`src/source/mips_pkg.sv`:
```
`default_nettype none

package mips_pkg;

	localparam int imem_words  = 32;
	localparam int dmem_words  = 32;
	localparam int imem_addr_w = $clog2(imem_words);	// Word index into instruction RAM
	localparam int dmem_addr_w = $clog2(dmem_words);	// Word index into data RAM

	typedef enum logic [5:0] {
		op_rtype = 6'h00,
		op_j     = 6'h02,
		op_jal   = 6'h03,
		op_beq   = 6'h04,
		op_bne   = 6'h05,
		op_addi  = 6'h08,
		op_slti  = 6'h0a,
		op_andi  = 6'h0c,
		op_ori   = 6'h0d,
		op_lui   = 6'h0f,
		op_lb    = 6'h20,
		op_lw    = 6'h23,
		op_sb    = 6'h28,
		op_sw    = 6'h2b
	} op_e;

	typedef enum logic [5:0] {
		fn_jr   = 6'h08,
		fn_movn = 6'h0b,
		fn_mfhi = 6'h10,
		fn_mflo = 6'h12,
		fn_mult = 6'h18,
		fn_div  = 6'h1a,
		fn_add  = 6'h20,
		fn_sub  = 6'h22,
		fn_and  = 6'h24,
		fn_or   = 6'h25,
		fn_slt  = 6'h2a
	} funct_e;

	typedef enum logic [3:0] {
		alu_add, alu_sub, alu_and, alu_or, alu_slt, alu_lui,
		alu_pass_a				// Forwards rs for movn
	} alu_op_e;

	typedef enum logic [1:0] {muu_none, muu_mult, muu_div} muu_op_e;
	typedef enum logic [1:0] {pc_seq, pc_branch, pc_jump, pc_reg} pc_src_e;
	typedef enum logic [1:0] {wb_alu, wb_mem, wb_ret, wb_muu} wb_src_e;
	typedef enum logic [1:0] {dst_rt, dst_rd, dst_ra} reg_dst_e;

	typedef struct packed {
		op_e        op;
		logic [4:0] rs;
		logic [4:0] rt;
		logic [4:0] rd;
		logic [4:0] shamt;
		funct_e     funct;
	} r_fmt_t;

	typedef struct packed {
		op_e         op;
		logic [4:0]  rs;
		logic [4:0]  rt;
		logic [15:0] imm16;
	} i_fmt_t;

	typedef struct packed {
		op_e         op;
		logic [25:0] target26;
	} j_fmt_t;

	typedef union packed {
		r_fmt_t r;				// Register format
		i_fmt_t i;				// Immediate format
		j_fmt_t j;				// Jump format
	} instr_u;

	typedef struct packed {
		reg_dst_e reg_dst;		// Destination register select
		wb_src_e  wb_src;		// Write-back source
		pc_src_e  pc_src;		// Next PC source
		logic     branch_ne;	// Branch on not equal
		alu_op_e  alu_op;
		logic     alu_src_imm;	// Operand B from immediate
		logic     imm_signed;	// Sign extend imm16
		logic     reg_we;
		logic     mem_we;
		logic     mem_byte;		// Low byte only on memory paths
		logic     is_movn;
		muu_op_e  muu_op;
		logic     muu_hi;		// mfhi rather than mflo
	} ctrl_t;

	typedef struct packed {
		logic        valid;		// Register write committed this cycle
		logic [4:0]  reg_addr;
		logic [31:0] data;
	} retire_t;

endpackage

`default_nettype wire

```
`src/source/alu.sv`:
```
`default_nettype none

module alu import mips_pkg::*; (
	input  wire logic [31:0] a,
	input  wire logic [31:0] b,
	input  wire alu_op_e     op,
	input  wire logic        is_movn,
	output      logic [31:0] result,
	output      logic        zero,
	output      logic        movn_skip
);

	always_comb begin
		case (op)
			alu_add:    result = a + b;
			alu_sub:    result = a - b;
			alu_and:    result = a & b;
			alu_or:     result = a | b;
			alu_slt:    result = {31'b0, $signed(a) < $signed(b)};	// Signed compare
			alu_lui:    result = {b[15:0], 16'b0};
			alu_pass_a: result = a;					// movn source
			default:    result = a + b;
		endcase
	end

	assign zero = (result == 32'd0);				// Equal operands on sub

	// movn with a zero rt leaves rd untouched
	assign movn_skip = is_movn && (b == 32'd0);

endmodule

`default_nettype wire

```
`config.mk`:
```
export PLATFORM = sky130hd
export DESIGN_NAME = alu
export DESIGN_NICKNAME = d
export VERILOG_FILES = /design/src/source/mips_pkg.sv /design/src/source/alu.sv
export SDC_FILE = /design/constraint.sdc
export NUM_CORES = 1
export LEC_CHECK = 0
export ABC_CLOCK_PERIOD_IN_PS = 9800
export BUFFER_PORTS_ARGS = -buffer_cell sky130_fd_sc_hd__buf_2
export CELL_PAD_IN_SITES_DETAIL_PLACEMENT = 0
export CELL_PAD_IN_SITES_GLOBAL_PLACEMENT = 2
export CORE_ASPECT_RATIO = 0.9
export CORE_MARGIN = 2
export CORE_UTILIZATION = 30
export DETAILED_ROUTE_END_ITERATION = 10
export PLACE_DENSITY_LB_ADDON = 0.1
export SYNTH_ARGS = -nofsm -noshare
export SYNTH_HDL_FRONTEND = slang
export SYNTH_SLANG_ARGS = --single-unit
```
`constraint.sdc`:
```
create_clock -name vclk -period 9.8
set_input_delay 2.94 -clock vclk [all_inputs]
set_output_delay 2.94 -clock vclk [all_outputs]
set_load 0.01 [all_outputs]
```
==> Flow_metrics.wiki <==
{| class="wikitable"
! Metric !! Value
|-
| Number of synthesis warnings || 0
|-
| Proportion of power drawn by combinational gates || between 90% and 100%
|-
| Pre-Repair DR Iteration Count || 5
|-
| Avg WL per Cell || roughly 24 µm
|-
| Netlist cell types || 69
|-
| Unrepaired setup endpoints after global routing || true
|-
| Switching power as a share of total power || around three fifths
|-
| Fraction of final layout cells sized beyond drive strength 1 || 22.07%
|-
| Minimum clock period after layout || 9.782 ns
|-
| Num ports || 103
|-
| Initial Utilization || a little over 30%
|-
| Critical Path Source Type || input pin
|-
| # nets final || around 1200
|-
| Top cells by area in the synthesized netlist || ha_1 21%, a21oi_1 7.5%, inv_1 6.3%
|-
| Library cell with the largest summed area after synthesis || ha_1
|-
| Mapped Avg Cell Area || about 6.5 µm²
|-
| Routed vias/inst || slightly above 6
|-
| Worst EP arrival || between 6 and 7 ns
|-
| Worst-margin pin slew || about 0.87 ns
|-
| Seq Cell Count || 0
|-
| Clock power share || 0%
|-
| Max Transition Viols Final || 0
|-
| Critical path's slowest cell || or4_1
|-
| Row Count || between 40 and 50
|-
| Finished Cell Area || ~7000 µm²
|-
| Hold bufs inserted after CTS || 0
|-
| Relative slew slack || around two fifths
|-
| Final wirelength || 29.66 mm
|-
| Internal power || about 180 µW
|-
| Nature of the critical path endpoint || output pin
|-
| Initial antenna violation count || 0
|-
| Number of clock buffers in the layout || 0
|-
| Total Routing Usage GR || approximately 28%
|-
| HPWL Detailed || ~25 mm
|-
| Maximum number of pins on one net before global-route repair || 29
|-
| 1st-iter DRT viols || 792
|-
| Remaining global-route overflow || 0
|-
| Wire length of the first global-routing pass || about 44 mm
|-
| Number of antenna diodes || 0
|-
| DRC violation count after routing || 0
|-
| Outcome || finished, final reports clean
|-
| Final setup fails || 0
|-
| Die X || between 100 and 150 µm
|-
| Critical path start-end classification || in -> out
|-
| Synthesized area || 5652 µm²
|-
| Most instantiated cells after synthesis || 96 x ha_1, 95 x inv_1, 85 x a21oi_1
|-
| Sequential fraction of the synthesis area || 0%
|-
| Switching power || between 200 and 300 µW
|-
| Part of the cycle the worst path needs || about 100%
|-
| Placed Cells incl. Taps || 1249
|-
| Placed inst area || just under 7000 µm²
|-
| Worst vdd ir || approximately 19 µV
|-
| Area delta synth->final || 23.87%
|-
| Final RePlAce weighted congestion || between 1 and 1.5
|-
| Largest stage delay on the critical path || approximately 0.53 ns
|-
| Number of fill cells || slightly above 2000
|-
| Timing-limited maximum frequency || ~100 MHz
|-
| CP delay by family, top || simple AND/OR/NAND/NOR gates
|-
| Worst hold path type || in -> out
|-
| Via count of the first global-routing pass || approximately 7000
|-
| Largest fanout on the critical path || 3
|-
| Share of power burned in registers || 0%
|-
| LEAKAGE || 0.003373 µW
|-
| Finished Layout Cells || between 1000 and 1500
|-
| Total power divided by cell area || ~67 nW/µm²
|-
| Quantity of I/O buffers inserted on ports || between 100 and 150
|-
| Area share of the leading cell type in the synthesized netlist || between 20% and 30%
|-
| Series of cell instances along the critical path || buf_2 -> ha_4 -> fa_2 -> a21o_1 -> a21o_1 -> a221oi_2 -> o21ai_1 -> or4_1 -> or3_4 -> or4_4 -> or4_4 -> and4b_1 -> nand4_1 -> nor3_2 -> buf_2
|-
| Height of the die || 134.2 µm
|-
| Number of instances in the synthesized netlist || 874
|-
| Number of routed nets with antenna violations || 0
|-
| Total Power || 471.3 µW
|-
| Total via count in the routed design || about 7600
|-
| Number of max-cap violations || 0
|-
| Overall die area || approximately 20000 µm²
|-
| Endpoints failing hold || 0
|-
| Data required time at the worst endpoint || ~6.9 ns
|-
| Most used standard cell by instance count after synthesis || ha_1
|-
| Sequential cell area || 0 µm²
|-
| Core box area || approximately 18000 µm²
|-
| Post-Syn Nets || ~1000
|-
| Critical path buffers and inverters || 2
|}
## worst paths after layout
path / cells past startpoint / from / slack [ns] / to
worst min-delay path: 4 / a[15] / 6.31 / result[15]
worst max-delay path: 15 / b[0] / 0.02 / zero
## through the flow
stage                     util, %  setup slack [ns]  TNS [ns]  hold WS (ns)
after floorplan                 -            0.4129         0         6.017
after global placement      37.53           -0.1635   -0.1635         6.304
after detailed placement    37.53          -0.09290  -0.09290         6.315
after CTS                   37.58           0.01957         0         6.313
after global routing        38.03          -0.05236  -0.05236         6.333
final                       38.03           0.01780         0         6.309
## cell type report
| cell class | instances | area (µm²) | share of cell area (%) |
|---|---|---|---|
| Multi-Input combinational cell | 722 | 5180 | 73.99 |
| Timing Repair Buffer | 188 | 1154 | 16.48 |
| Inverter | 96 | 360.3 | 5.147 |
| Tap cell | 245 | 306.5 | 4.379 |
## per-layer routing
metal / up-vias / GRT usage, % / routed length [µm]
met5: - / 0 / 0
met4: 0 / 4.392 / 626
met3: 34 / 4.762 / 2992
met2: 429 / 42.67 / 12310
met1: 3641 / 42.88 / 13720
li1: 3519 / - / -
## worst min-delay path, cell delays in order
cell     delay [ns]
buf_2          0.11
a21oi_1        0.06
nand3_1        0.11
buf_2          0.14
## power by group through the flow
stage	sequential (µW)	clock, µW	combinational [µW]
floorplan	0	0	258
finish	0	0	471
CTS	0	0	455
global placement	0	0	450
detailed placement	0	0	451
global route	0	0	506
## logic make-up after synthesis
logic type	synth area share (%)
AOI/OAI and AO/OA	41.53
and+or+nand+nor	24.57
buffers and inverters	10.43
adders and majority gates	21.96
muxes	0.8856
xor gates and xnor gates	0.6200
## timing repair
| action | 4_1_cts | 5_1_grt |
|---|---|---|
| endpoints found under the setup margin | 1 | 1 |
| cloned | 0 | 0 |
| buffers inserted | 0 | 2 |
| resized for setup | 6 | 16 |
| pin swaps | 0 | 9 |
## layout by cell type (no fill, tap or decap), drive strengths merged, types with 6 or more instances in the layout
cell and n:
a211oi 11, a21o 22, a21oi 85, a221o 13, a221oi 19, a22oi 7
a31oi 9, and2 7, and3 11, buf 188, ha 96, inv 95
nand2 67, nand2b 11, nand3 26, nand4 14, nor2 73, nor3 21
nor4 15, o211ai 15, o21a 9, o21ai 41, o21bai 9, o221ai 7
o22ai 9, o31a 6, o31ai 19, or3 8
Power figures use the tool's default switching activity.
