`config.mk`:
```
export PLATFORM = sky130hd
export DESIGN_NAME = muu
export DESIGN_NICKNAME = d
export VERILOG_FILES = /design/src/source/mips_pkg.sv /design/src/source/muu.sv
export SDC_FILE = /design/constraint.sdc
export NUM_CORES = 2
export LEC_CHECK = 0
export ABC_AREA = 1
export BUFFER_PORTS_ARGS = -buffer_cell sky130_fd_sc_hd__buf_4
export CORE_MARGIN = 2
export CORE_UTILIZATION = 25
export DETAILED_ROUTE_END_ITERATION = 6
export GPL_TIMING_DRIVEN = 0
export PLACE_DENSITY_LB_ADDON = 0.05
export SETUP_SLACK_MARGIN = 0.5
export SYNTH_ARGS = -nofsm -noshare
export SYNTH_HDL_FRONTEND = slang
export SYNTH_SLANG_ARGS = --single-unit
```
`constraint.sdc`:
```
create_clock -name clk -period 1.8 [get_ports clk]
set_input_delay 0.18 -clock clk [delete_from_list [all_inputs] [get_ports clk]]
set_output_delay 0.18 -clock clk [all_outputs]
set_load 0.01 [all_outputs]
```
`src/source/mips_pkg.sv`:
```
`default_nettype none

package mips_pkg;

	localparam int imem_words  = 32;
	localparam int dmem_words  = 32;
	localparam int imem_addr_w = $clog2(imem_words);	// Word index into instruction RAM
	localparam int dmem_addr_w = $clog2(dmem_words);	// Word index into data RAM

	typedef enum logic [5:0] {
		op_rtype = 6'h00,
		op_j     = 6'h02,
		op_jal   = 6'h03,
		op_beq   = 6'h04,
		op_bne   = 6'h05,
		op_addi  = 6'h08,
		op_slti  = 6'h0a,
		op_andi  = 6'h0c,
		op_ori   = 6'h0d,
		op_lui   = 6'h0f,
		op_lb    = 6'h20,
		op_lw    = 6'h23,
		op_sb    = 6'h28,
		op_sw    = 6'h2b
	} op_e;

	typedef enum logic [5:0] {
		fn_jr   = 6'h08,
		fn_movn = 6'h0b,
		fn_mfhi = 6'h10,
		fn_mflo = 6'h12,
		fn_mult = 6'h18,
		fn_div  = 6'h1a,
		fn_add  = 6'h20,
		fn_sub  = 6'h22,
		fn_and  = 6'h24,
		fn_or   = 6'h25,
		fn_slt  = 6'h2a
	} funct_e;

	typedef enum logic [3:0] {
		alu_add, alu_sub, alu_and, alu_or, alu_slt, alu_lui,
		alu_pass_a				// Forwards rs for movn
	} alu_op_e;

	typedef enum logic [1:0] {muu_none, muu_mult, muu_div} muu_op_e;
	typedef enum logic [1:0] {pc_seq, pc_branch, pc_jump, pc_reg} pc_src_e;
	typedef enum logic [1:0] {wb_alu, wb_mem, wb_ret, wb_muu} wb_src_e;
	typedef enum logic [1:0] {dst_rt, dst_rd, dst_ra} reg_dst_e;

	typedef struct packed {
		op_e        op;
		logic [4:0] rs;
		logic [4:0] rt;
		logic [4:0] rd;
		logic [4:0] shamt;
		funct_e     funct;
	} r_fmt_t;

	typedef struct packed {
		op_e         op;
		logic [4:0]  rs;
		logic [4:0]  rt;
		logic [15:0] imm16;
	} i_fmt_t;

	typedef struct packed {
		op_e         op;
		logic [25:0] target26;
	} j_fmt_t;

	typedef union packed {
		r_fmt_t r;				// Register format
		i_fmt_t i;				// Immediate format
		j_fmt_t j;				// Jump format
	} instr_u;

	typedef struct packed {
		reg_dst_e reg_dst;		// Destination register select
		wb_src_e  wb_src;		// Write-back source
		pc_src_e  pc_src;		// Next PC source
		logic     branch_ne;	// Branch on not equal
		alu_op_e  alu_op;
		logic     alu_src_imm;	// Operand B from immediate
		logic     imm_signed;	// Sign extend imm16
		logic     reg_we;
		logic     mem_we;
		logic     mem_byte;		// Low byte only on memory paths
		logic     is_movn;
		muu_op_e  muu_op;
		logic     muu_hi;		// mfhi rather than mflo
	} ctrl_t;

	typedef struct packed {
		logic        valid;		// Register write committed this cycle
		logic [4:0]  reg_addr;
		logic [31:0] data;
	} retire_t;

endpackage

`default_nettype wire

```
`src/source/muu.sv`:
```
`default_nettype none

module muu import mips_pkg::*; (
	input  wire logic        clk,
	input  wire logic        rst_n,
	input  wire logic [31:0] rs_val,
	input  wire logic [31:0] rt_val,
	input  wire muu_op_e     op,
	input  wire logic        sel_hi,
	output      logic [31:0] result,
	output      logic [31:0] hi,
	output      logic [31:0] lo
);

	logic signed [63:0] product;
	logic signed [31:0] quotient;
	logic signed [31:0] remainder;
	logic               div_zero;

	assign product   = $signed(rs_val) * $signed(rt_val);	// Full 64 bit signed product
	assign div_zero  = (rt_val == 32'd0);
	assign quotient  = div_zero ? 32'sd0 : $signed(rs_val) / $signed(rt_val);	// Signed divide
	assign remainder = div_zero ? 32'sd0 : $signed(rs_val) % $signed(rt_val);

	always_ff @(posedge clk or negedge rst_n) begin
		if (!rst_n) begin
			hi <= '0;
			lo <= '0;
		end else begin
			case (op)
				muu_mult: begin
					hi <= product[63:32];
					lo <= product[31:0];
				end
				muu_div: begin
					if (!div_zero) begin			// Divide by zero keeps hi/lo
						hi <= remainder;
						lo <= quotient;
					end
				end
				default: ;
			endcase
		end
	end

	assign result = sel_hi ? hi : lo;				// mfhi / mflo read-out

endmodule

`default_nettype wire

```
==> summary.md <==
| Metric | Value |
|---|---|
| Post-synth design cell area | `73900 µm²` |
| Pre-CTS setup slack | `-81.37 ns` |
| Die ar. | `300000 µm²` |
| Setup-failing EPs final | `64` |
| Clock latency on the worst-skew pair | `0.42 ns` |
| Area of the multi-input gates | `69900 µm²` |
| Number of global-route vias before repair | `76800` |
| Critical Path RT | `2.07 ns` |
| Fin Hold WS | `-0.0871 ns` |
| Wirelength, routed | `405 mm` |
| Delay-heaviest family, CP | `simple AND/OR/NAND/NOR gates` |
| Dpl hpwl | `329 mm` |
| Synth unique cells | `81` |
| Synth Warn # | `0` |
| Power Density | `2330 nW/µm²` |
| Sequential Area | `1650 µm²` |
| Clock root cell | `clkbuf_16` |
| Die height | `548 µm` |
| Initial DRC Count | `5989` |
| Tcrit/Tclk final | `38.3` |
| Leakage power | `49.9 nW` |
| Area growth, synth to finish | `30.7%` |
| Critical path peak fanout | `10` |
| Drt pass-1 iters | `6` |
| Ports | `165` |
| Largest net degree at the start of global routing | `65` |
| Final WS setup | `-67.10 ns` |
| Slew of the pin with the lowest slew margin | `1.51 ns` |
| Total GRT Usage | `0.264` |
| Crit. End Element | `register` |
| Critical path buffers and inverters | `120` |
| Final RePlAce weighted congestion | `0.949` |
| Vias | `77000` |
| Drt via density | `4.84` |
| Clock skew | `0 ns` |
| Core area | `294000 µm²` |
| Worst Setup Path Type | `input port to register` |
| Share of layout cells above drive strength 1 | `0.244` |
| Crit start category | `input port` |
| Cell count after synthesis | `11000` |
| Post-Syn Area per Cell | `6.72 µm²` |
| Max Clock Freq | `14.5 MHz` |
| RSZ-0062 raised after global routing | `true` |
| TritonCTS clock tree | `yes` |
| Number of port buffers | `104` |
| CTS max path bufs | `2` |
| Post-synth EDFFs | `0` |
| Routed WL per cell | `25.4 µm` |
| Status | `complete, but fails checks` |
| Class of the worst hold path | `input port to asynchronous set/reset pin` |
| Cell at the slowest stage of the critical path | `a2111oi_4` |
| Final slew viol count | `17` |
| Sequential fraction of the synthesis area | `0.0217` |
| Worst slew margin | `-0.00790` |
| Main synth FF type | `dfrtp_1` |
| Final core occ | `0.329` |
| Fin. Hold Viols | `22` |
| Tmin final | `68.90 ns` |
| NumNets Final | `13800` |
| # clock sinks | `64` |
| First-pass GRT wire length | `567 mm` |
| Initial antenna violation count | `49` |
| FF+latch count, synth | `64` |
| Crit path arrival time | `69.18 ns` |
| Worst VDD drop | `3.12 mV` |
| Die X | `548 µm` |
| CP max stage delay | `0.50 ns` |
| Residual DRC | `0` |
| Setup TNS | `-4212.84 ns` |
| Final ANT Viol Nets | `0` |
| Most Frequent Cell on Critical Path | `nand2_2` |
| Async set-reset flop share out of synthesis | `1.00` |
| H-tree depth | `3` |
| Total gr overflow | `0` |
| Clk slew on worst S/H paths | `0.07 ns` |
| Max Cap Violations | `4` |
| Fillers | `32000` |
| Initial Utilization | `0.251` |
| Mapped Nets | `12900` |
| R2R Setup Slk | `0.77 ns` |
| CTS Buf Count | `9` |
| Violated checks | `negative hold slack, max-capacitance violations, max-slew violations, negative setup slack` |
| Rows | `199` |
| Total power draw | `0.225 W` |
## registers in the layout (all words and copies together), names as in the netlist
register and flops:
hi 32, lo 32
## area by class of cell
class	count	area share
multi-input cells	8111	0.723
inverters	2443	0.0983
repair buffers	934	0.0795
well taps	3919	0.0507
plain buffers	390	0.0273
flip-flops and latches	64	0.0170
clock buffers	9	0.00233
clock inverters	6	0.000635
repair inverters	6	0.000466
diodes	14	0.000363
## per-layer routing
| metal | track usage | up-vias | share of wire |
|---|---|---|---|
| met5 | 0 | - | 0.00014 |
| met4 | 0.0874 | 8 | 0.043 |
| li1 | - | 35800 | - |
| met3 | 0.0311 | 456 | 0.052 |
| met1 | 0.369 | 38600 | 0.46 |
| met2 | 0.422 | 2128 | 0.44 |
## synth_stat cells, types with 8 or more instances
cell,count,area [µm²]
nor4_1,50,313
dfrtp_1,64,1600
clkbuf_1,239,897
nor2_1,484,1820
xnor2_1,127,1110
a21oi_1,581,2910
a211oi_1,23,173
inv_1,2400,9010
buf_1,33,124
or2_1,10,62.6
fa_1,1083,21700
xor2_1,230,2010
o31ai_1,24,180
ha_1,719,9000
a21boi_0,14,105
nand3_2,34,340
nor2_4,12,135
nor2_2,30,188
o211ai_1,32,240
nand2_4,8,90.1
nand4_1,91,569
o21ai_0,291,1460
clkinv_1,8,30.0
o21a_1,29,218
buf_4,44,330
inv_2,33,124
or2_2,99,619
buf_6,17,191
nand3_1,479,2400
o21ai_2,30,263
nand2_2,50,313
nand3b_1,30,225
o221ai_1,23,201
a21o_1,36,270
mux2_2,21,236
a221oi_1,11,96.3
buf_2,56,280
o21bai_1,44,330
a31oi_1,75,469
nand2_1,3060,11500
and2_1,20,125
o21ai_1,72,360
nor3_1,106,531
## logic make-up (layout without fill, tap and decap cells)
group,after synthesis,count (layout),synth area share
simple gates,4579,4582,0.263
mux,23,23,0.00352
buf+inv,2833,3788,0.149
xor+xnor,357,357,0.0423
other cells,0,14,0
fa+ha+maj,1802,1802,0.415
compound gates,1347,1347,0.106
flops,64,64,0.0217
## where the power goes
part	internal, W	switching [W]	total [W]
clock network	0.00106	0.00101	0.00207
registers	0.00235	0.00209	0.00444
logic	0.0869	0.131	0.218
## per-stage QoR
| stage | instances | cell area (µm²) |
|---|---|---|
| floorplan | 11000 | 75600 |
| global placement | 15000 | 81300 |
| detailed placement | 15000 | 81500 |
| CTS | 15600 | 90000 |
| global route | 15900 | 96600 |
| finish | 15900 | 96600 |
## path summary, 6_finish.rpt
check	startpoint	to	cells after the start
worst max register to register	lo[14]$_DFFE_PN0P_	lo[14]$_DFFE_PN0P_	2
worst max-delay path	rt_val[0]	lo[30]$_DFFE_PN0P_	572
max in group asynchronous	rst_n	lo[18]$_DFFE_PN0P_	1
min in group clk	rs_val[0]	hi[3]$_DFFE_PN0P_	9
worst min register to register	hi[29]$_DFFE_PN0P_	hi[29]$_DFFE_PN0P_	2
worst min-delay path	rst_n	lo[2]$_DFFE_PN0P_	1
## cell usage in the layout (no fill, tap or decap), drive strengths merged, types with 20 or more instances in the layout
master	count
ha	719
nand3b	31
dfrtp	64
o21a	29
a31oi	75
fa	1083
clkbuf	242
a21boi	21
nor3	109
a211oi	24
nor4	50
o31ai	25
o221ai	23
buf	1090
inv	2419
o21ai	393
nand4	91
a21o	36
o211ai	36
a21oi	588
mux2	21
or2	110
and2	20
xor2	230
nor2	529
nand3	514
xnor2	127
nand2	3122
o21bai	47
## worst register-to-register path: stages, from the launching register on
cell and delay [ns]:
dfrtp_4 0.65, nor2_1 0.15, a31oi_1 0.06
## what timing repair did
item,4_1_cts,5_1_grt
cloned,12,7
pin swaps,389,712
setup endpoints to repair,126,126
endpoints found under the hold margin,21,4
buffers inserted,487,322
gates resized for setup,1018,982
Power figures use the tool's default switching activity.
