## src/source/mips_pkg.sv

```systemverilog
`default_nettype none

package mips_pkg;

	localparam int imem_words  = 32;
	localparam int dmem_words  = 32;
	localparam int imem_addr_w = $clog2(imem_words);	// Word index into instruction RAM
	localparam int dmem_addr_w = $clog2(dmem_words);	// Word index into data RAM

	typedef enum logic [5:0] {
		op_rtype = 6'h00,
		op_j     = 6'h02,
		op_jal   = 6'h03,
		op_beq   = 6'h04,
		op_bne   = 6'h05,
		op_addi  = 6'h08,
		op_slti  = 6'h0a,
		op_andi  = 6'h0c,
		op_ori   = 6'h0d,
		op_lui   = 6'h0f,
		op_lb    = 6'h20,
		op_lw    = 6'h23,
		op_sb    = 6'h28,
		op_sw    = 6'h2b
	} op_e;

	typedef enum logic [5:0] {
		fn_jr   = 6'h08,
		fn_movn = 6'h0b,
		fn_mfhi = 6'h10,
		fn_mflo = 6'h12,
		fn_mult = 6'h18,
		fn_div  = 6'h1a,
		fn_add  = 6'h20,
		fn_sub  = 6'h22,
		fn_and  = 6'h24,
		fn_or   = 6'h25,
		fn_slt  = 6'h2a
	} funct_e;

	typedef enum logic [3:0] {
		alu_add, alu_sub, alu_and, alu_or, alu_slt, alu_lui,
		alu_pass_a				// Forwards rs for movn
	} alu_op_e;

	typedef enum logic [1:0] {muu_none, muu_mult, muu_div} muu_op_e;
	typedef enum logic [1:0] {pc_seq, pc_branch, pc_jump, pc_reg} pc_src_e;
	typedef enum logic [1:0] {wb_alu, wb_mem, wb_ret, wb_muu} wb_src_e;
	typedef enum logic [1:0] {dst_rt, dst_rd, dst_ra} reg_dst_e;

	typedef struct packed {
		op_e        op;
		logic [4:0] rs;
		logic [4:0] rt;
		logic [4:0] rd;
		logic [4:0] shamt;
		funct_e     funct;
	} r_fmt_t;

	typedef struct packed {
		op_e         op;
		logic [4:0]  rs;
		logic [4:0]  rt;
		logic [15:0] imm16;
	} i_fmt_t;

	typedef struct packed {
		op_e         op;
		logic [25:0] target26;
	} j_fmt_t;

	typedef union packed {
		r_fmt_t r;				// Register format
		i_fmt_t i;				// Immediate format
		j_fmt_t j;				// Jump format
	} instr_u;

	typedef struct packed {
		reg_dst_e reg_dst;		// Destination register select
		wb_src_e  wb_src;		// Write-back source
		pc_src_e  pc_src;		// Next PC source
		logic     branch_ne;	// Branch on not equal
		alu_op_e  alu_op;
		logic     alu_src_imm;	// Operand B from immediate
		logic     imm_signed;	// Sign extend imm16
		logic     reg_we;
		logic     mem_we;
		logic     mem_byte;		// Low byte only on memory paths
		logic     is_movn;
		muu_op_e  muu_op;
		logic     muu_hi;		// mfhi rather than mflo
	} ctrl_t;

	typedef struct packed {
		logic        valid;		// Register write committed this cycle
		logic [4:0]  reg_addr;
		logic [31:0] data;
	} retire_t;

endpackage

`default_nettype wire

```

## src/source/data_memory.sv

```systemverilog
`default_nettype none

module data_memory import mips_pkg::*; (
	input  wire logic                   clk,
	input  wire logic [dmem_addr_w-1:0] addr,
	input  wire logic                   wr_en,
	input  wire logic                   byte_mode,
	input  wire logic [31:0]            wr_data,
	output      logic [31:0]            rd_data
);

	logic [31:0] mem [dmem_words];
	logic [31:0] wr_word;
	logic [31:0] rd_word;

	// Byte filter on the write side, upper bytes cleared
	assign wr_word = byte_mode ? {24'b0, wr_data[7:0]} : wr_data;

	always_ff @(posedge clk) begin
		if (wr_en) begin
			mem[addr] <= wr_word;
		end
	end

	assign rd_word = mem[addr];					// Asynchronous read
	assign rd_data = byte_mode ? {24'b0, rd_word[7:0]} : rd_word;	// Read-side filter

endmodule

`default_nettype wire

```

## config.mk

```make
export PLATFORM = sky130hd
export DESIGN_NAME = data_memory
export DESIGN_NICKNAME = d
export VERILOG_FILES = /design/src/source/mips_pkg.sv /design/src/source/data_memory.sv
export SDC_FILE = /design/constraint.sdc
export NUM_CORES = 1
export LEC_CHECK = 0
export ABC_CLOCK_PERIOD_IN_PS = 3750
export BUFFER_PORTS_ARGS = -buffer_cell sky130_fd_sc_hd__buf_2
export CAP_MARGIN = 10
export CORE_AREA = 2 2 328 200
export DETAILED_ROUTE_END_ITERATION = 7
export DIE_AREA = 0 0 330 202
export PLACE_DENSITY_LB_ADDON = 0.08
export SLEW_MARGIN = 20
export SYNTH_ARGS = -nofsm -noshare
export SYNTH_HDL_FRONTEND = slang
export SYNTH_SLANG_ARGS = --single-unit
```

## constraint.sdc

```tcl
create_clock -name clk -period 3.75 [get_ports clk]
set_input_delay 0.1875 -clock clk [delete_from_list [all_inputs] [get_ports clk]]
set_output_delay 0.1875 -clock clk [all_outputs]
set_load 0.05 [all_outputs]
```

==> impl_metrics.toml, run 1 <==
[run_status]
run_status = "finished with violations"
violations = "DRC"

[synthesis]
ys_seq_elements = 1024
syn-instance-count = 1991
syn-num-nets = 2031
ys_seq_area_share_pct = 78.29
postSynthAreaPerCell_um2 = 19.73
yosysUniqueCellTypes = 38
synth_edf_count = 1024
yosysWarnings = 0
synth_top_flop_cell = "edfxtp_1"
synthArstFlopShare_pct = 0
synth_area_um2 = 39280

[timing]
setup_slack_ps = 699.5
worst_pin_slew_ps = 1111
fin_tns_setup_ps = 0
maxSlewViolCount = 0
min_period_ps = 3051
timing.final.crit_share_pct = 81.35
relSlewSlack_pct = 25.93
fmax_mhz = 327.8
final-hold-violation-count = 0
setup_viol = 0
grt_setup_unrepaired = "no"

[grt]
track_usage_pct = 30.59
overflow = 0
grt_pass1_vias = 19810
grt_pass1_wl_um = 142200
grt_max_degree = 90
antenna_found_initial = 0

[clocking]
clock-sinks = 1024
ctsRootBufferMaster = "clkbuf_16"
post-cts-setup-buffers = 0
numCtsBuffers = 88
tritoncts = "done"
ctsHtreeMaxLevel = 3
postCtsHoldBufs = 0
path_clk_slew_ps = 60
ctsResizeCount = 0
clockBufferDepth = 3

[worst_setup_path]
end_kind = "output port"
cp_max_fo = 21
startpoint_type = "input port"
worst-setup-path-type = "input port to output port"
arrival_ps = 2860
critPathRequiredTime_ps = 3560

[die]
core_um2 = 63780
row_count = 72
die_area_um2 = 66660
ioPinCount = 72
die_h_um = 202
start_util_pct = 61.58
dieWidth_um = 330

[route]
drc = 1
routed_wl_um = 99720
post_drt_wl_per_cell_um = 32.64
avgViaCountPerCell = 6.686
ant_nets = 0
drt-initial-drc-count = 3088
vias = 20430
firstDrtPassIters = 8

[cells_and_area]
finalNetCount = 2171
ff_latch_area_um2 = 30750
diodes = 0
multi_input_area_um2 = 8215
drive_gt1_share_pct = 18.78
final.fill_count = 3928
largest_register_ffs = 1024
reg.largest.list = "mem (1024)"
regMostFlops = "mem"
syn2layout_area_growth_pct = 13.33

[power]
sequentialPowerShare_pct = 55.0
irDropWorstVdd_v = 0.0003976
sw_frac_of_total_pct = 21.32
switching_power_mw = 4.944
intPower_mw = 18.24
p_leak_nw = 14.30
p_comb_share_pct = 5.6
clkPwrFrac_pct = 39.4
p_per_area_nw_per_um2 = 520.9

[worst_hold_path]
hp-class = "input port to flop"

[placement]
gp_congestion = 0.8108
place_hpwl_um = 55630
dp_worst_setup_slack_ps = 620.4
portBuffers = 71

[run]
drv_cap = 0
[cells in the mapped netlist, drive strengths merged (3+ instances only)]
master   number  area share, %
or3b          3          0.067
nor2         34           0.32
a21oi        24           0.31
nor2b        24           0.38
o22ai       192            3.1
nand4bb       6           0.17
nor4         48           0.76
nand4         7           0.11
a22oi        25           0.48
nand4b        4           0.11
mux2i       386            9.8
clkbuf       32           0.32
nand3b        4          0.076
or4b          4           0.10
mux4         64            3.8
nand2         3          0.029
edfxtp     1024             78
buf          88            1.4
[routing by layer]
metal	up-vias	wire length, um	track usage (%)
met5	-	0	0
met4	0	2011	6.723
met3	149	12530	8.755
met2	1194	42660	42.12
met1	10550	42520	49.04
li1	8534	-	-
[area by class of cell]
cell class                 instances  area share (%)
sequential                      1024           69.08
multi-input combinational        847           18.46
tap                              851           2.392
clock inverter                    56           1.150
timing repair buffer             170           3.621
clock buffer                     107           5.299
[layout by cell type (no fill, tap or decap), types with 9 or more instances in the layout]
master     count
clkinv_1      20
nor2_4        32
clkbuf_1      15
nor2b_1       11
bufinv_16      9
mux2i_1      386
a22oi_1       25
clkbuf_16     92
o22ai_1      192
buf_2         69
buf_12        40
nor2b_4       12
a21oi_1       24
edfxtp_1    1024
buf_4         60
clkinv_2      19
mux4_1         9
nor4_1        48
mux4_2        55
[stage by stage]
step	total power [mW]	area, um^2	hold slack (ps)	util (%)	std cells
2_1_floorplan	13.80	39280	286.4	-	1991
3_3_place_gp	14.25	41580	686.3	65.19	2892
3_5_place_dp	14.28	41590	705.0	65.21	2892
4_1_cts	23.23	44460	24.06	69.71	3055
5_1_grt	23.78	44510	53.34	69.79	3055
6_report	23.19	44510	59.37	69.79	3055
[critical path: stages]
cell and delay [ps]:
buf_2 360, nand4b_1 900, buf_4 460, o22ai_1 110, nor4_1 70, a21oi_1 380, buf_2 360
[final timing paths]
check | from | end | slack (ps) | cells after the start
worst min-delay path | wr_data[1] | mem[18][1] | 60 | 1
worst max-delay path | addr[2] | rd_data[22] | 700 | 7
[cells by family after synthesis]
family,Yosys count,synth area share [%]
AND/OR/NAND/NOR,149,2.364
multiplexers,451,13.62
flip-flops,1024,78.29
AO/OA/AOI/OAI,247,4.008
buffers and inverters,120,1.717
[power groups by stage]
stage	Clock, mW	Combinational [mW]	Sequential (mW)
6_report	9.13	1.29	12.8
5_1_grt	9.67	1.36	12.8
3_5_place_dp	0	1.27	13.0
2_1_floorplan	0	0.802	13.0
4_1_cts	9.19	1.28	12.8
3_3_place_gp	0	1.25	13.0
Note: power is estimated with default switching activity, not from simulation.
==> run 2, diff against run 1 <==
--- a/config.mk
+++ b/config.mk
@@ -5,12 +5,13 @@
 export SDC_FILE = /design/constraint.sdc
 export NUM_CORES = 1
 export LEC_CHECK = 0
-export ABC_CLOCK_PERIOD_IN_PS = 3750
+export ABC_AREA = 1
+export ABC_CLOCK_PERIOD_IN_PS = 3150
 export BUFFER_PORTS_ARGS = -buffer_cell sky130_fd_sc_hd__buf_2
 export CAP_MARGIN = 10
-export CORE_AREA = 2 2 328 200
+export CORE_AREA = 2 2 334 204
 export DETAILED_ROUTE_END_ITERATION = 7
-export DIE_AREA = 0 0 330 202
+export DIE_AREA = 0 0 336 206
 export PLACE_DENSITY_LB_ADDON = 0.08
 export SLEW_MARGIN = 20
 export SYNTH_ARGS = -nofsm -noshare
==> constraint.sdc (replaced) <==
create_clock -name clk -period 3.15 [get_ports clk]
set_input_delay 0.1575 -clock clk [delete_from_list [all_inputs] [get_ports clk]]
set_output_delay 0.1575 -clock clk [all_outputs]
set_load 0.05 [all_outputs]
==> run 2 against run 1 <==
  * The flow now finishes without violations
  * Clock-buffer cell count up 2
  * Power is 20% higher
  * Non-clock buffer count up 22
  * Die area rose by 3.8%
  * Critical path type is now flop to output port
==> impl_metrics.toml, run 2 <==
[timing]
worst_pin_slew_ps = 904.8
fmax_mhz = 392.3
fin_tns_setup_ps = 0
timing.final.crit_share_pct = 80.92
relSlewSlack_pct = 39.54
maxSlewViolCount = 0
setup_viol = 0
min_period_ps = 2549
grt_setup_unrepaired = "no"
final-hold-violation-count = 0

[worst_setup_path]
worst-setup-path-type = "flop to output port"
cp_max_fo = 1
critPathRequiredTime_ps = 2990
end_kind = "output port"
arrival_ps = 2390
startpoint_type = "flop"

[cells_and_area]
syn2layout_area_growth_pct = 13.19
regMostFlops = "mem"
fin_util_pct = 70.18
finalNetCount = 3892
layout_common_cells = "nand2_1, edfxtp_1, clkbuf_16"
drive_gt1_share_pct = 9.663
largest_register_ffs = 1024
final_common_cell = "nand2_1"
final_cells = 4835
reg.largest.list = "mem (1024)"

[clocking]
ctsHtreeMaxLevel = 3
tritoncts = "done"
ctsResizeCount = 0
clock-sinks = 1024
post-cts-setup-buffers = 0
numCtsBuffers = 92
clockBufferDepth = 3
ctsRootBufferMaster = "clkbuf_16"
path_clk_slew_ps = 60
postCtsHoldBufs = 0

[synthesis]
synthTopCellsByArea = "edfxtp_1, nand2_1, nor2_1, clkbuf_1, a22oi_1"
synth_most_common_cell = "nand2_1"
syn-num-nets = 3786
yosysTopAreaCellShare_pct = 74.30
syn-instance-count = 3746
ys_seq_elements = 1024
synth_top_flop_cell = "edfxtp_1"
synthArstFlopShare_pct = 0
yosysUniqueCellTypes = 14
synth_commonest_cells = "nand2_1, edfxtp_1, nor2_1, clkbuf_1, buf_2"
ys_seq_area_share_pct = 74.30
synth_edf_count = 1024
postSynthAreaPerCell_um2 = 11.05
yosysTopAreaCell = "edfxtp_1"
yosysWarnings = 0
synth_area_um2 = 41390

[die]
die_area_um2 = 69220
ioPinCount = 72
dieWidth_um = 336
row_count = 74
die_h_um = 206
core_um2 = 66760
start_util_pct = 62.00

[worst_hold_path]
hp-class = "input port to flop"
holdPathEnd = "mem[10][1]"
holdPathStages = 1
hold_start = "wr_data[1]"

[route]
ant_nets = 0
firstDrtPassIters = 6
drt-initial-drc-count = 3439
routed_wl_um = 107200
vias = 27410
post_drt_wl_per_cell_um = 22.17
avgViaCountPerCell = 5.669
drc = 0

[power]
power_mw = 27.77
p_per_area_nw_per_um2 = 592.8
irDropWorstVdd_v = 0.0004268
p_leak_nw = 18.01

[grt]
track_usage_pct = 31.56
grt_pass1_vias = 26220
antenna_found_initial = 3
grt_max_degree = 125
overflow = 0
grt_pass1_wl_um = 160700

[placement]
placed_cells = 4670
place_hpwl_um = 61140
portBuffers = 71
gp_congestion = 0.8373

[run]
drv_cap = 0

[run_status]
run_status = "finished, final reports clean"
run 2: cell count changes after synthesis, moves of 23 or more:
cell and delta:
a22oi_1 +23, nor2_1 +89, mux2i_1 -386, clkbuf_1 +85, nand4_1 +33, inv_1 +36
nor2b_1 -24, mux4_2 -55, o22ai_1 -192, nor4_1 -48, nand2_1 +2234
run 2: cell type report:
class / instances / area (um^2)
sequential: 1024 / 30750
fill: 4661 / 19910
multi-input combinational: 2504 / 10100
clock buffer: 109 / 2409
timing repair buffer: 192 / 1931
tap: 912 / 1141
clock inverter: 55 / 362.8
inverter: 38 / 155.1
antenna: 1 / 2.502
run 2: worst max-delay path, cell delays in order (launching register included):
cell and delay, ps:
edfxtp_1 330, nand2_1 60, nand2_1 110, nand2_1 50, nand2_1 80, nand2_1 50, nand2_1 120, nor2_1 80
a21oi_1 480, buf_2 380
run 2: how the worst max path moves through the flow:
stage,startpoint,endpoint,cells past startpoint
6_report,mem[15][14],rd_data[14],9
5_1_grt,mem[17][12],rd_data[12],9
4_1_cts,mem[15][12],rd_data[12],9
3_5_place_dp,addr[1],mem[10][17],8
3_3_place_gp,addr[2],mem[28][13],7
2_1_floorplan,addr[1],mem[10][0],7
run 2: cells by family (layout without fill, tap and decap cells):
family	Yosys count	after routing	share of synthesized area, %
compound gates	72	72	1.161
buf+inv	218	394	2.146
flops	1024	1024	74.30
other cells	0	1	0
simple gates	2432	2432	22.40
run 2: power by group:
| part | switching [mW] | internal (mW) |
|---|---|---|
| registers | 0.0368 | 15.2 |
| logic | 1.49 | 0.514 |
| clock network | 4.87 | 5.70 |
run 2: metal layers:
layer  share of wire, %  routed length (um)  global-route usage (%)
met1                 42               45120                   47.09
met4                2.9                3063                   10.09
met3                 11               11400                   6.549
met5              0.021                  23                       0
met2                 44               47590                   47.14
run 2: stage by stage:
step | hold WS (ps) | area (um^2) | setup WS (ps)
final | 59.13 | 46850 | 601.0
after global routing | 59.50 | 46840 | 513.8
after CTS | 25.62 | 46840 | 659.4
after detailed placement | 735.2 | 44070 | 712.0
after global placement | 706.8 | 44070 | 747.8
after floorplan | 256.4 | 41390 | 128.7
