==> src/source/mips_pkg.sv <==
`default_nettype none

package mips_pkg;

	localparam int imem_words  = 32;
	localparam int dmem_words  = 32;
	localparam int imem_addr_w = $clog2(imem_words);	// Word index into instruction RAM
	localparam int dmem_addr_w = $clog2(dmem_words);	// Word index into data RAM

	typedef enum logic [5:0] {
		op_rtype = 6'h00,
		op_j     = 6'h02,
		op_jal   = 6'h03,
		op_beq   = 6'h04,
		op_bne   = 6'h05,
		op_addi  = 6'h08,
		op_slti  = 6'h0a,
		op_andi  = 6'h0c,
		op_ori   = 6'h0d,
		op_lui   = 6'h0f,
		op_lb    = 6'h20,
		op_lw    = 6'h23,
		op_sb    = 6'h28,
		op_sw    = 6'h2b
	} op_e;

	typedef enum logic [5:0] {
		fn_jr   = 6'h08,
		fn_movn = 6'h0b,
		fn_mfhi = 6'h10,
		fn_mflo = 6'h12,
		fn_mult = 6'h18,
		fn_div  = 6'h1a,
		fn_add  = 6'h20,
		fn_sub  = 6'h22,
		fn_and  = 6'h24,
		fn_or   = 6'h25,
		fn_slt  = 6'h2a
	} funct_e;

	typedef enum logic [3:0] {
		alu_add, alu_sub, alu_and, alu_or, alu_slt, alu_lui,
		alu_pass_a				// Forwards rs for movn
	} alu_op_e;

	typedef enum logic [1:0] {muu_none, muu_mult, muu_div} muu_op_e;
	typedef enum logic [1:0] {pc_seq, pc_branch, pc_jump, pc_reg} pc_src_e;
	typedef enum logic [1:0] {wb_alu, wb_mem, wb_ret, wb_muu} wb_src_e;
	typedef enum logic [1:0] {dst_rt, dst_rd, dst_ra} reg_dst_e;

	typedef struct packed {
		op_e        op;
		logic [4:0] rs;
		logic [4:0] rt;
		logic [4:0] rd;
		logic [4:0] shamt;
		funct_e     funct;
	} r_fmt_t;

	typedef struct packed {
		op_e         op;
		logic [4:0]  rs;
		logic [4:0]  rt;
		logic [15:0] imm16;
	} i_fmt_t;

	typedef struct packed {
		op_e         op;
		logic [25:0] target26;
	} j_fmt_t;

	typedef union packed {
		r_fmt_t r;				// Register format
		i_fmt_t i;				// Immediate format
		j_fmt_t j;				// Jump format
	} instr_u;

	typedef struct packed {
		reg_dst_e reg_dst;		// Destination register select
		wb_src_e  wb_src;		// Write-back source
		pc_src_e  pc_src;		// Next PC source
		logic     branch_ne;	// Branch on not equal
		alu_op_e  alu_op;
		logic     alu_src_imm;	// Operand B from immediate
		logic     imm_signed;	// Sign extend imm16
		logic     reg_we;
		logic     mem_we;
		logic     mem_byte;		// Low byte only on memory paths
		logic     is_movn;
		muu_op_e  muu_op;
		logic     muu_hi;		// mfhi rather than mflo
	} ctrl_t;

	typedef struct packed {
		logic        valid;		// Register write committed this cycle
		logic [4:0]  reg_addr;
		logic [31:0] data;
	} retire_t;

endpackage

`default_nettype wire

==> src/source/control_unit.sv <==
`default_nettype none

module control_unit import mips_pkg::*; (
	input  instr_u instr,
	output ctrl_t  ctrl
);

	always_comb begin
		ctrl = '0;							// No-op unless decoded below
		case (instr.r.op)
			op_rtype: begin
				ctrl.reg_dst = dst_rd;
				case (instr.r.funct)
					fn_add:  ctrl.reg_we = 1'b1;
					fn_sub: begin
						ctrl.alu_op = alu_sub;
						ctrl.reg_we = 1'b1;
					end
					fn_and: begin
						ctrl.alu_op = alu_and;
						ctrl.reg_we = 1'b1;
					end
					fn_or: begin
						ctrl.alu_op = alu_or;
						ctrl.reg_we = 1'b1;
					end
					fn_slt: begin
						ctrl.alu_op = alu_slt;
						ctrl.reg_we = 1'b1;
					end
					fn_jr:   ctrl.pc_src = pc_reg;		// Jump to rs
					fn_mult: ctrl.muu_op = muu_mult;	// Result lands in hi/lo only
					fn_div:  ctrl.muu_op = muu_div;
					fn_mfhi: begin
						ctrl.wb_src = wb_muu;
						ctrl.muu_hi = 1'b1;
						ctrl.reg_we = 1'b1;
					end
					fn_mflo: begin
						ctrl.wb_src = wb_muu;
						ctrl.reg_we = 1'b1;
					end
					fn_movn: begin
						ctrl.alu_op  = alu_pass_a;	// rd gets rs
						ctrl.is_movn = 1'b1;		// Write dropped when rt is zero
						ctrl.reg_we  = 1'b1;
					end
					default: ;
				endcase
			end
			op_addi, op_slti: begin
				ctrl.alu_op      = (instr.i.op == op_slti) ? alu_slt : alu_add;
				ctrl.alu_src_imm = 1'b1;
				ctrl.imm_signed  = 1'b1;
				ctrl.reg_we      = 1'b1;
			end
			op_andi, op_ori, op_lui: begin	// Zero extended immediates
				case (instr.i.op)
					op_andi: ctrl.alu_op = alu_and;
					op_ori:  ctrl.alu_op = alu_or;
					default: ctrl.alu_op = alu_lui;
				endcase
				ctrl.alu_src_imm = 1'b1;
				ctrl.reg_we      = 1'b1;
			end
			op_lw, op_lb, op_sw, op_sb: begin
				ctrl.alu_src_imm = 1'b1;			// Address is rs + offset
				ctrl.imm_signed  = 1'b1;
				ctrl.mem_byte    = (instr.i.op == op_lb) || (instr.i.op == op_sb);
				ctrl.mem_we      = (instr.i.op == op_sw) || (instr.i.op == op_sb);
				ctrl.reg_we      = (instr.i.op == op_lw) || (instr.i.op == op_lb);
				ctrl.wb_src      = wb_mem;
			end
			op_beq, op_bne: begin
				ctrl.alu_op     = alu_sub;			// Compare by subtraction
				ctrl.imm_signed = 1'b1;
				ctrl.pc_src     = pc_branch;
				ctrl.branch_ne  = (instr.i.op == op_bne);
			end
			op_j:    ctrl.pc_src = pc_jump;
			op_jal: begin
				ctrl.pc_src  = pc_jump;
				ctrl.reg_dst = dst_ra;				// Link into r31
				ctrl.wb_src  = wb_ret;
				ctrl.reg_we  = 1'b1;
			end
			default: ;
		endcase
	end

endmodule

`default_nettype wire

==> config.mk <==
export PLATFORM = sky130hd
export DESIGN_NAME = control_unit
export DESIGN_NICKNAME = d
export VERILOG_FILES = /design/src/source/mips_pkg.sv /design/src/source/control_unit.sv
export SDC_FILE = /design/constraint.sdc
export NUM_CORES = 1
export LEC_CHECK = 0
export BUFFER_PORTS_ARGS = -buffer_cell sky130_fd_sc_hd__buf_2
export CAP_MARGIN = 40
export CORE_MARGIN = 1.5
export CORE_UTILIZATION = 37
export DETAILED_ROUTE_END_ITERATION = 8
export PLACE_DENSITY = 0.85
export SETUP_SLACK_MARGIN = 0.4
export SLEW_MARGIN = 20
export SYNTH_ARGS = -nofsm -noshare
export SYNTH_HDL_FRONTEND = slang
export SYNTH_SLANG_ARGS = --single-unit
==> constraint.sdc <==
create_clock -name vclk -period 2.8
set_input_delay 0.56 -clock vclk [all_inputs]
set_output_delay 0.56 -clock vclk [all_outputs]
set_load 0.03 [all_outputs]
==> metrics.txt, run 1 <==
status=completed; drt first pass iters=4; critical path's largest stage delay=0.58 ns; Worst VDD drop=67.89 uV; Commonest cells post-synth=nor2_1, inv_1, nand3_1; top-count cell post-synth=nor2_1; syn_nets=109; IO Port Bufs=31; Area growth syn-to-layout=77.24%; drt drc=0; CP delay by family, top=simple AND/OR/NAND/NOR gates; Worst Setup End Kind=output port; vias per inst=5.798; first-pass GRT wire length=2.546 mm; PwrDens=118.6 nW/um^2; fin nets=144; CP most frequent cell=buf_6; period utilization=95.49%; Tmin final=2.674 ns; CP max-delay cell=or4_4; leakage power=0.3834 nW; Core Area=1171 sq um; die height=39.36 um; wire per inst=14.46 um; final hold violations=0; initial DRC count=17; Hold-fix buffers, CTS=0; Die Wd=39.36 um; top cell type's share of synthesized area=8.440%; initial core utilization=41.77%; leading post-synthesis cells by cell area=nor2_1, xor2_1, nand2b_1; Worst Path Required=2.24 ns; CP Cell Sequence=buf_6 -> or4_4 -> nor4_4 -> buf_4 -> and4b_2 -> a311o_2 -> buf_6; DP HPWL=1.245 mm; max-slew violations=0; Synth Cell Area=489.2 sq um; PnR Total Power=102.8 uW; WL final=1.793 mm; layout cells sized above 1=53.64%; syn avg cell area=6.353 sq um; grt ovf=0; Final ANT Viol Nets=0; sequential cell count=0; crit path kind=input port to output port; io pins=52; GRT Resource Usage Total=22.94%; largest net degree at the start of global routing=18; YS warnings=0; f_max=374.0 MHz; fillcell total=91; Buf/Inv on CP=3; gp weighted congestion=0.7427; Crit Path Max Fanout=3; Rel. slew slack=66.85%; row count=12; Cells after Synth=77; element type at the critical path start=input port; setup_tns=0 ns; worst min-delay path category=input port to output port; RSZ-0062 raised after global routing=true; CLK BUF=0; max cap viols=0; Ant. Diodes=0; vias=719; vias in the first global route=609; antenna violations before repair=0; most area-hungry cell type in the Yosys netlist=nor2_1; Sequential Area=0 sq um; Seq/Total Area, Yosys=0%; synth unique cells=38; Die Footprint=1549 sq um; Slew @ Worst Pin=0.4895 ns; Worst Path Arrival=2.11 ns; Final setup viols=0
[path summary, 6_finish.rpt]
path,start,endpoint,cells after the start
setup / recovery,instr[31],ctrl[10],7
hold / removal,instr[1],ctrl[0],3
[metal layers]
metal	GRT usage (%)	up-vias	share of wire [%]	wire (um)
li1	-	353	-	-
met1	26.85	334	38	679
met3	0.5682	4	4.7	84
met5	0	-	0	0
met2	46.67	28	56	1002
met4	1.724	0	1.5	27
[layout make-up]
cell class	instances	area [sq um]	share of cell area, %
timing repair buffer	39	284.0	32.76
multi-input combinational	65	543.0	62.63
inverter	6	22.52	2.597
tap	14	17.52	2.020
[cell families after synthesis]
family / after synthesis / share of synthesized area (%)
compound gates: 19 / 27.11
xor+xnor: 3 / 5.372
simple gates: 42 / 54.73
buf+inv: 12 / 12.02
other cells: 1 / 0.7665
[metrics by stage]
| step | std cells | utilization (%) | hold WS, ns | instance area (sq um) | setup WS [ns] |
|---|---|---|---|---|---|
| after CTS | 123 | 69.55 | 1.422 | 814.5 | 0.1100 |
| after detailed placement | 120 | 62.18 | 1.451 | 728.2 | 0.07180 |
| after floorplan | 77 | - | 1.170 | 561.8 | 0.1075 |
| after global routing | 124 | 74.04 | 1.455 | 867.1 | 0.07401 |
| final | 124 | 74.04 | 1.440 | 867.1 | 0.1263 |
| after global placement | 120 | 62.18 | 1.445 | 728.2 | 0.1062 |
[cells in the final DEF, fill, tap and decap left out, drive strengths merged]
cell and n:
nand2 3, a21oi 4, nor2 11, xor2 3, nor4b 1, a22oi 1, nor2b 1, and4b 2
a21o 1, o32ai 1, or2b 1, and3 1, nor3 5, or2 1, nor4 2, buf 39
a211oi 1, o2111ai 1, o311ai 2, o21ai 3, or4 2, inv 6, nand3b 2, nand3 5
o41ai 1, nand2b 4, o22ai 2, or3 1, o21a 1, conb 1, a311o 1
[repair_timing]
item / 4_1_cts / 5_1_grt
resized for setup: 19 / 14
endpoints found under the setup margin: 11 / 12
pin swaps: 6 / 2
buffers inserted: 3 / 1
[report_power, final]
group          leakage (nW)  internal (mW)  total [mW]  switching [mW]
Clock                     0              0           0               0
Sequential                0              0           0               0
Combinational         0.383         0.0377       0.103          0.0651
Total                 0.383         0.0377       0.103          0.0651
Note: power is estimated with default switching activity, not from simulation.
==> run 2, diff against run 1 <==
Settings changed: CORE_AREA set to 2 2 39 41, CORE_MARGIN 1.5 to not set, CORE_UTILIZATION 37 to not set, DIE_AREA set to 0 0 41 43, PLACE_DENSITY 0.85 to 0.84.
Clock period 2.8 ns to 3.2 ns, I/O delays scaled along.
==> run 2 against run 1 <==
Effect of this change:
- die area grew 14%
- cell area shrank 19%
- critical path depth shrank 1
- via count shrank 6.4%
- utilization shrank 23 points
- flip-flop and latch count is the same
- wire length shrank 17%
- worst hold slack gained 0.17 ns
- non-clock buffer count shrank 6
- total power shrank 25%
- largest cell class unchanged
- first-iteration DRC count shrank 53%
==> metrics.txt, run 2 (synthesis gave the netlist of run 1 again) <==
Worst Path Required=2.56 ns (+0.32 ns); period utilization=85.30%; critical path's largest stage delay=0.53 ns (-0.05 ns); Worst VDD drop=46.52 uV (-31%); max cap viols=0 (unchanged); max-slew violations=0 (unchanged); most frequent cells in the layout=buf_2, nor2_1, inv_1; drt first pass iters=5 (+1); crit path kind=input port to output port; CP delay by family, top=simple AND/OR/NAND/NOR gates; GR Util met1=21.52% (-5.3 points); RSZ-0062 raised after global routing=true; initial DRC count=8 (-9); leakage power=0.3448 nW (-10%); initial core utilization=35.35% (-6.4 points); Area growth syn-to-layout=43.22%; Die Footprint=1763 sq um (+14%); Buf/Inv on CP=2 (-1); fillcell total=145 (+59%); vias in the first global route=553 (-9.2%); Final setup viols=0 (unchanged); Die Wd=41 um (+4.2%); Sequential Area=0 sq um (unchanged); met2 GRT Util=32.19% (-14 points); CP most frequent cell=buf_2; clock power share=0% (unchanged); CP max-delay cell=or4_4; area used by multi-input combinational logic=462.9 sq um (-15%); pre-CTS setup slack=0.3563 ns (+0.2845 ns); final hold violations=0 (unchanged); NetSw=48.96 uW (-25%); layout cells sized above 1=43.27% (-10 points); wire per inst=12.41 um (-14%); Global Route met3 Usage=1.047% (+0.48 points); CLK BUF=0 (unchanged); fin nets=138 (-4.2%); element type at the critical path start=input port; busiest grt layer=met2; Core Area=1384 sq um (+18%); part of the power in registers=0% (unchanged); Switching Fraction=63.80% (+0.51 points); vias per inst=5.608 (-3.3%); Gate power share=100.0% (about the same); grt ovf=0 (unchanged); Worst Path Arrival=2.09 ns (-0.02 ns); first-pass GRT wire length=2.311 mm (-9.2%); GRT Resource Usage Total=17.78% (-5.2 points); Worst Setup End Kind=output port; final setup margin=0.4704 ns (+0.3441 ns); Crit Path Max Fanout=7 (+4); IO Port Bufs=31 (unchanged); status=completed; Final ANT Viol Nets=0 (unchanged); drt drc=0 (unchanged); Int Pwr=27.77 uW (-26%); CP Cell Sequence=buf_2 -> or4_4 -> nor3_4 -> nand2_2 -> nor4b_4 -> buf_2; gp weighted congestion=0.7940 (+6.9%); Tmin final=2.730 ns; sequential cell count=0 (unchanged); PwrDens=109.5 nW/um^2 (-7.6%); DP HPWL=1.117 mm (-10%); WL final=1.489 mm (-17%); commonest non-fill, non-tap cell in the layout=buf_2; worst min-delay path category=input port to output port; die height=43 um (+9.2%); row count=14 (+2); antenna violations before repair=0 (unchanged); largest net degree at the start of global routing=18 (unchanged); vias=673 (-6.4%); Ant. Diodes=0 (unchanged); f_max=366.4 MHz; io pins=52 (unchanged); setup_tns=0 ns (unchanged)
==> run 2: metal layers <==
layer,part of all wire [%],up-vias,routed length [um]
met3,6.0,4,89
met2,52,24,779
li1,-,343,-
met1,40,302,592
met4,1.8,0,27
met5,0,-,0
==> run 2: path summary, 6_finish.rpt <==
kind	start	to	slack (ns)	depth (start not counted)
max	instr[30]	ctrl[2]	0.47	6
min	instr[1]	ctrl[0]	1.60	3
==> run 2: area by class of cell <==
cell class	count	area share (%)
multi-input cells	65	66.07
repair buffers	33	27.86
inverters	6	3.214
well taps	16	2.857
==> run 2: worst min-delay path: stages <==
cell	delay, ns
buf_2	0.12
nor2_2	0.04
buf_2	0.16
==> run 2: per-stage QoR <==
stage | instance area (sq um) | hold slack [ns] | utilization [%] | power, mW | cells
2_1_floorplan | 515.5 | 1.330 | - | 0.04922 | 77
3_3_place_gp | 654.4 | 1.605 | 47.29 | 0.06819 | 118
3_5_place_dp | 654.4 | 1.609 | 47.29 | 0.06991 | 118
4_1_cts | 700.7 | 1.609 | 50.63 | 0.07595 | 120
5_1_grt | 700.7 | 1.621 | 50.63 | 0.08403 | 120
6_report | 700.7 | 1.605 | 50.63 | 0.07674 | 120
==> run 2: timing repair <==
action | CTS | global route
resized for setup | 9 | 1
hold buffers | 0 | 0
pin swaps | 5 | 2
endpoints found under the setup margin | 2 | 4
setup buffers | 2 | 0
==> run 2: power by group through the flow <==
| stage | Sequential, mW | Combinational [mW] | Clock [mW] |
|---|---|---|---|
| floorplan | 0 | 0.0492 | 0 |
| detailed placement | 0 | 0.0699 | 0 |
| global placement | 0 | 0.0682 | 0 |
| global route | 0 | 0.0840 | 0 |
| finish | 0 | 0.0767 | 0 |
| CTS | 0 | 0.0760 | 0 |
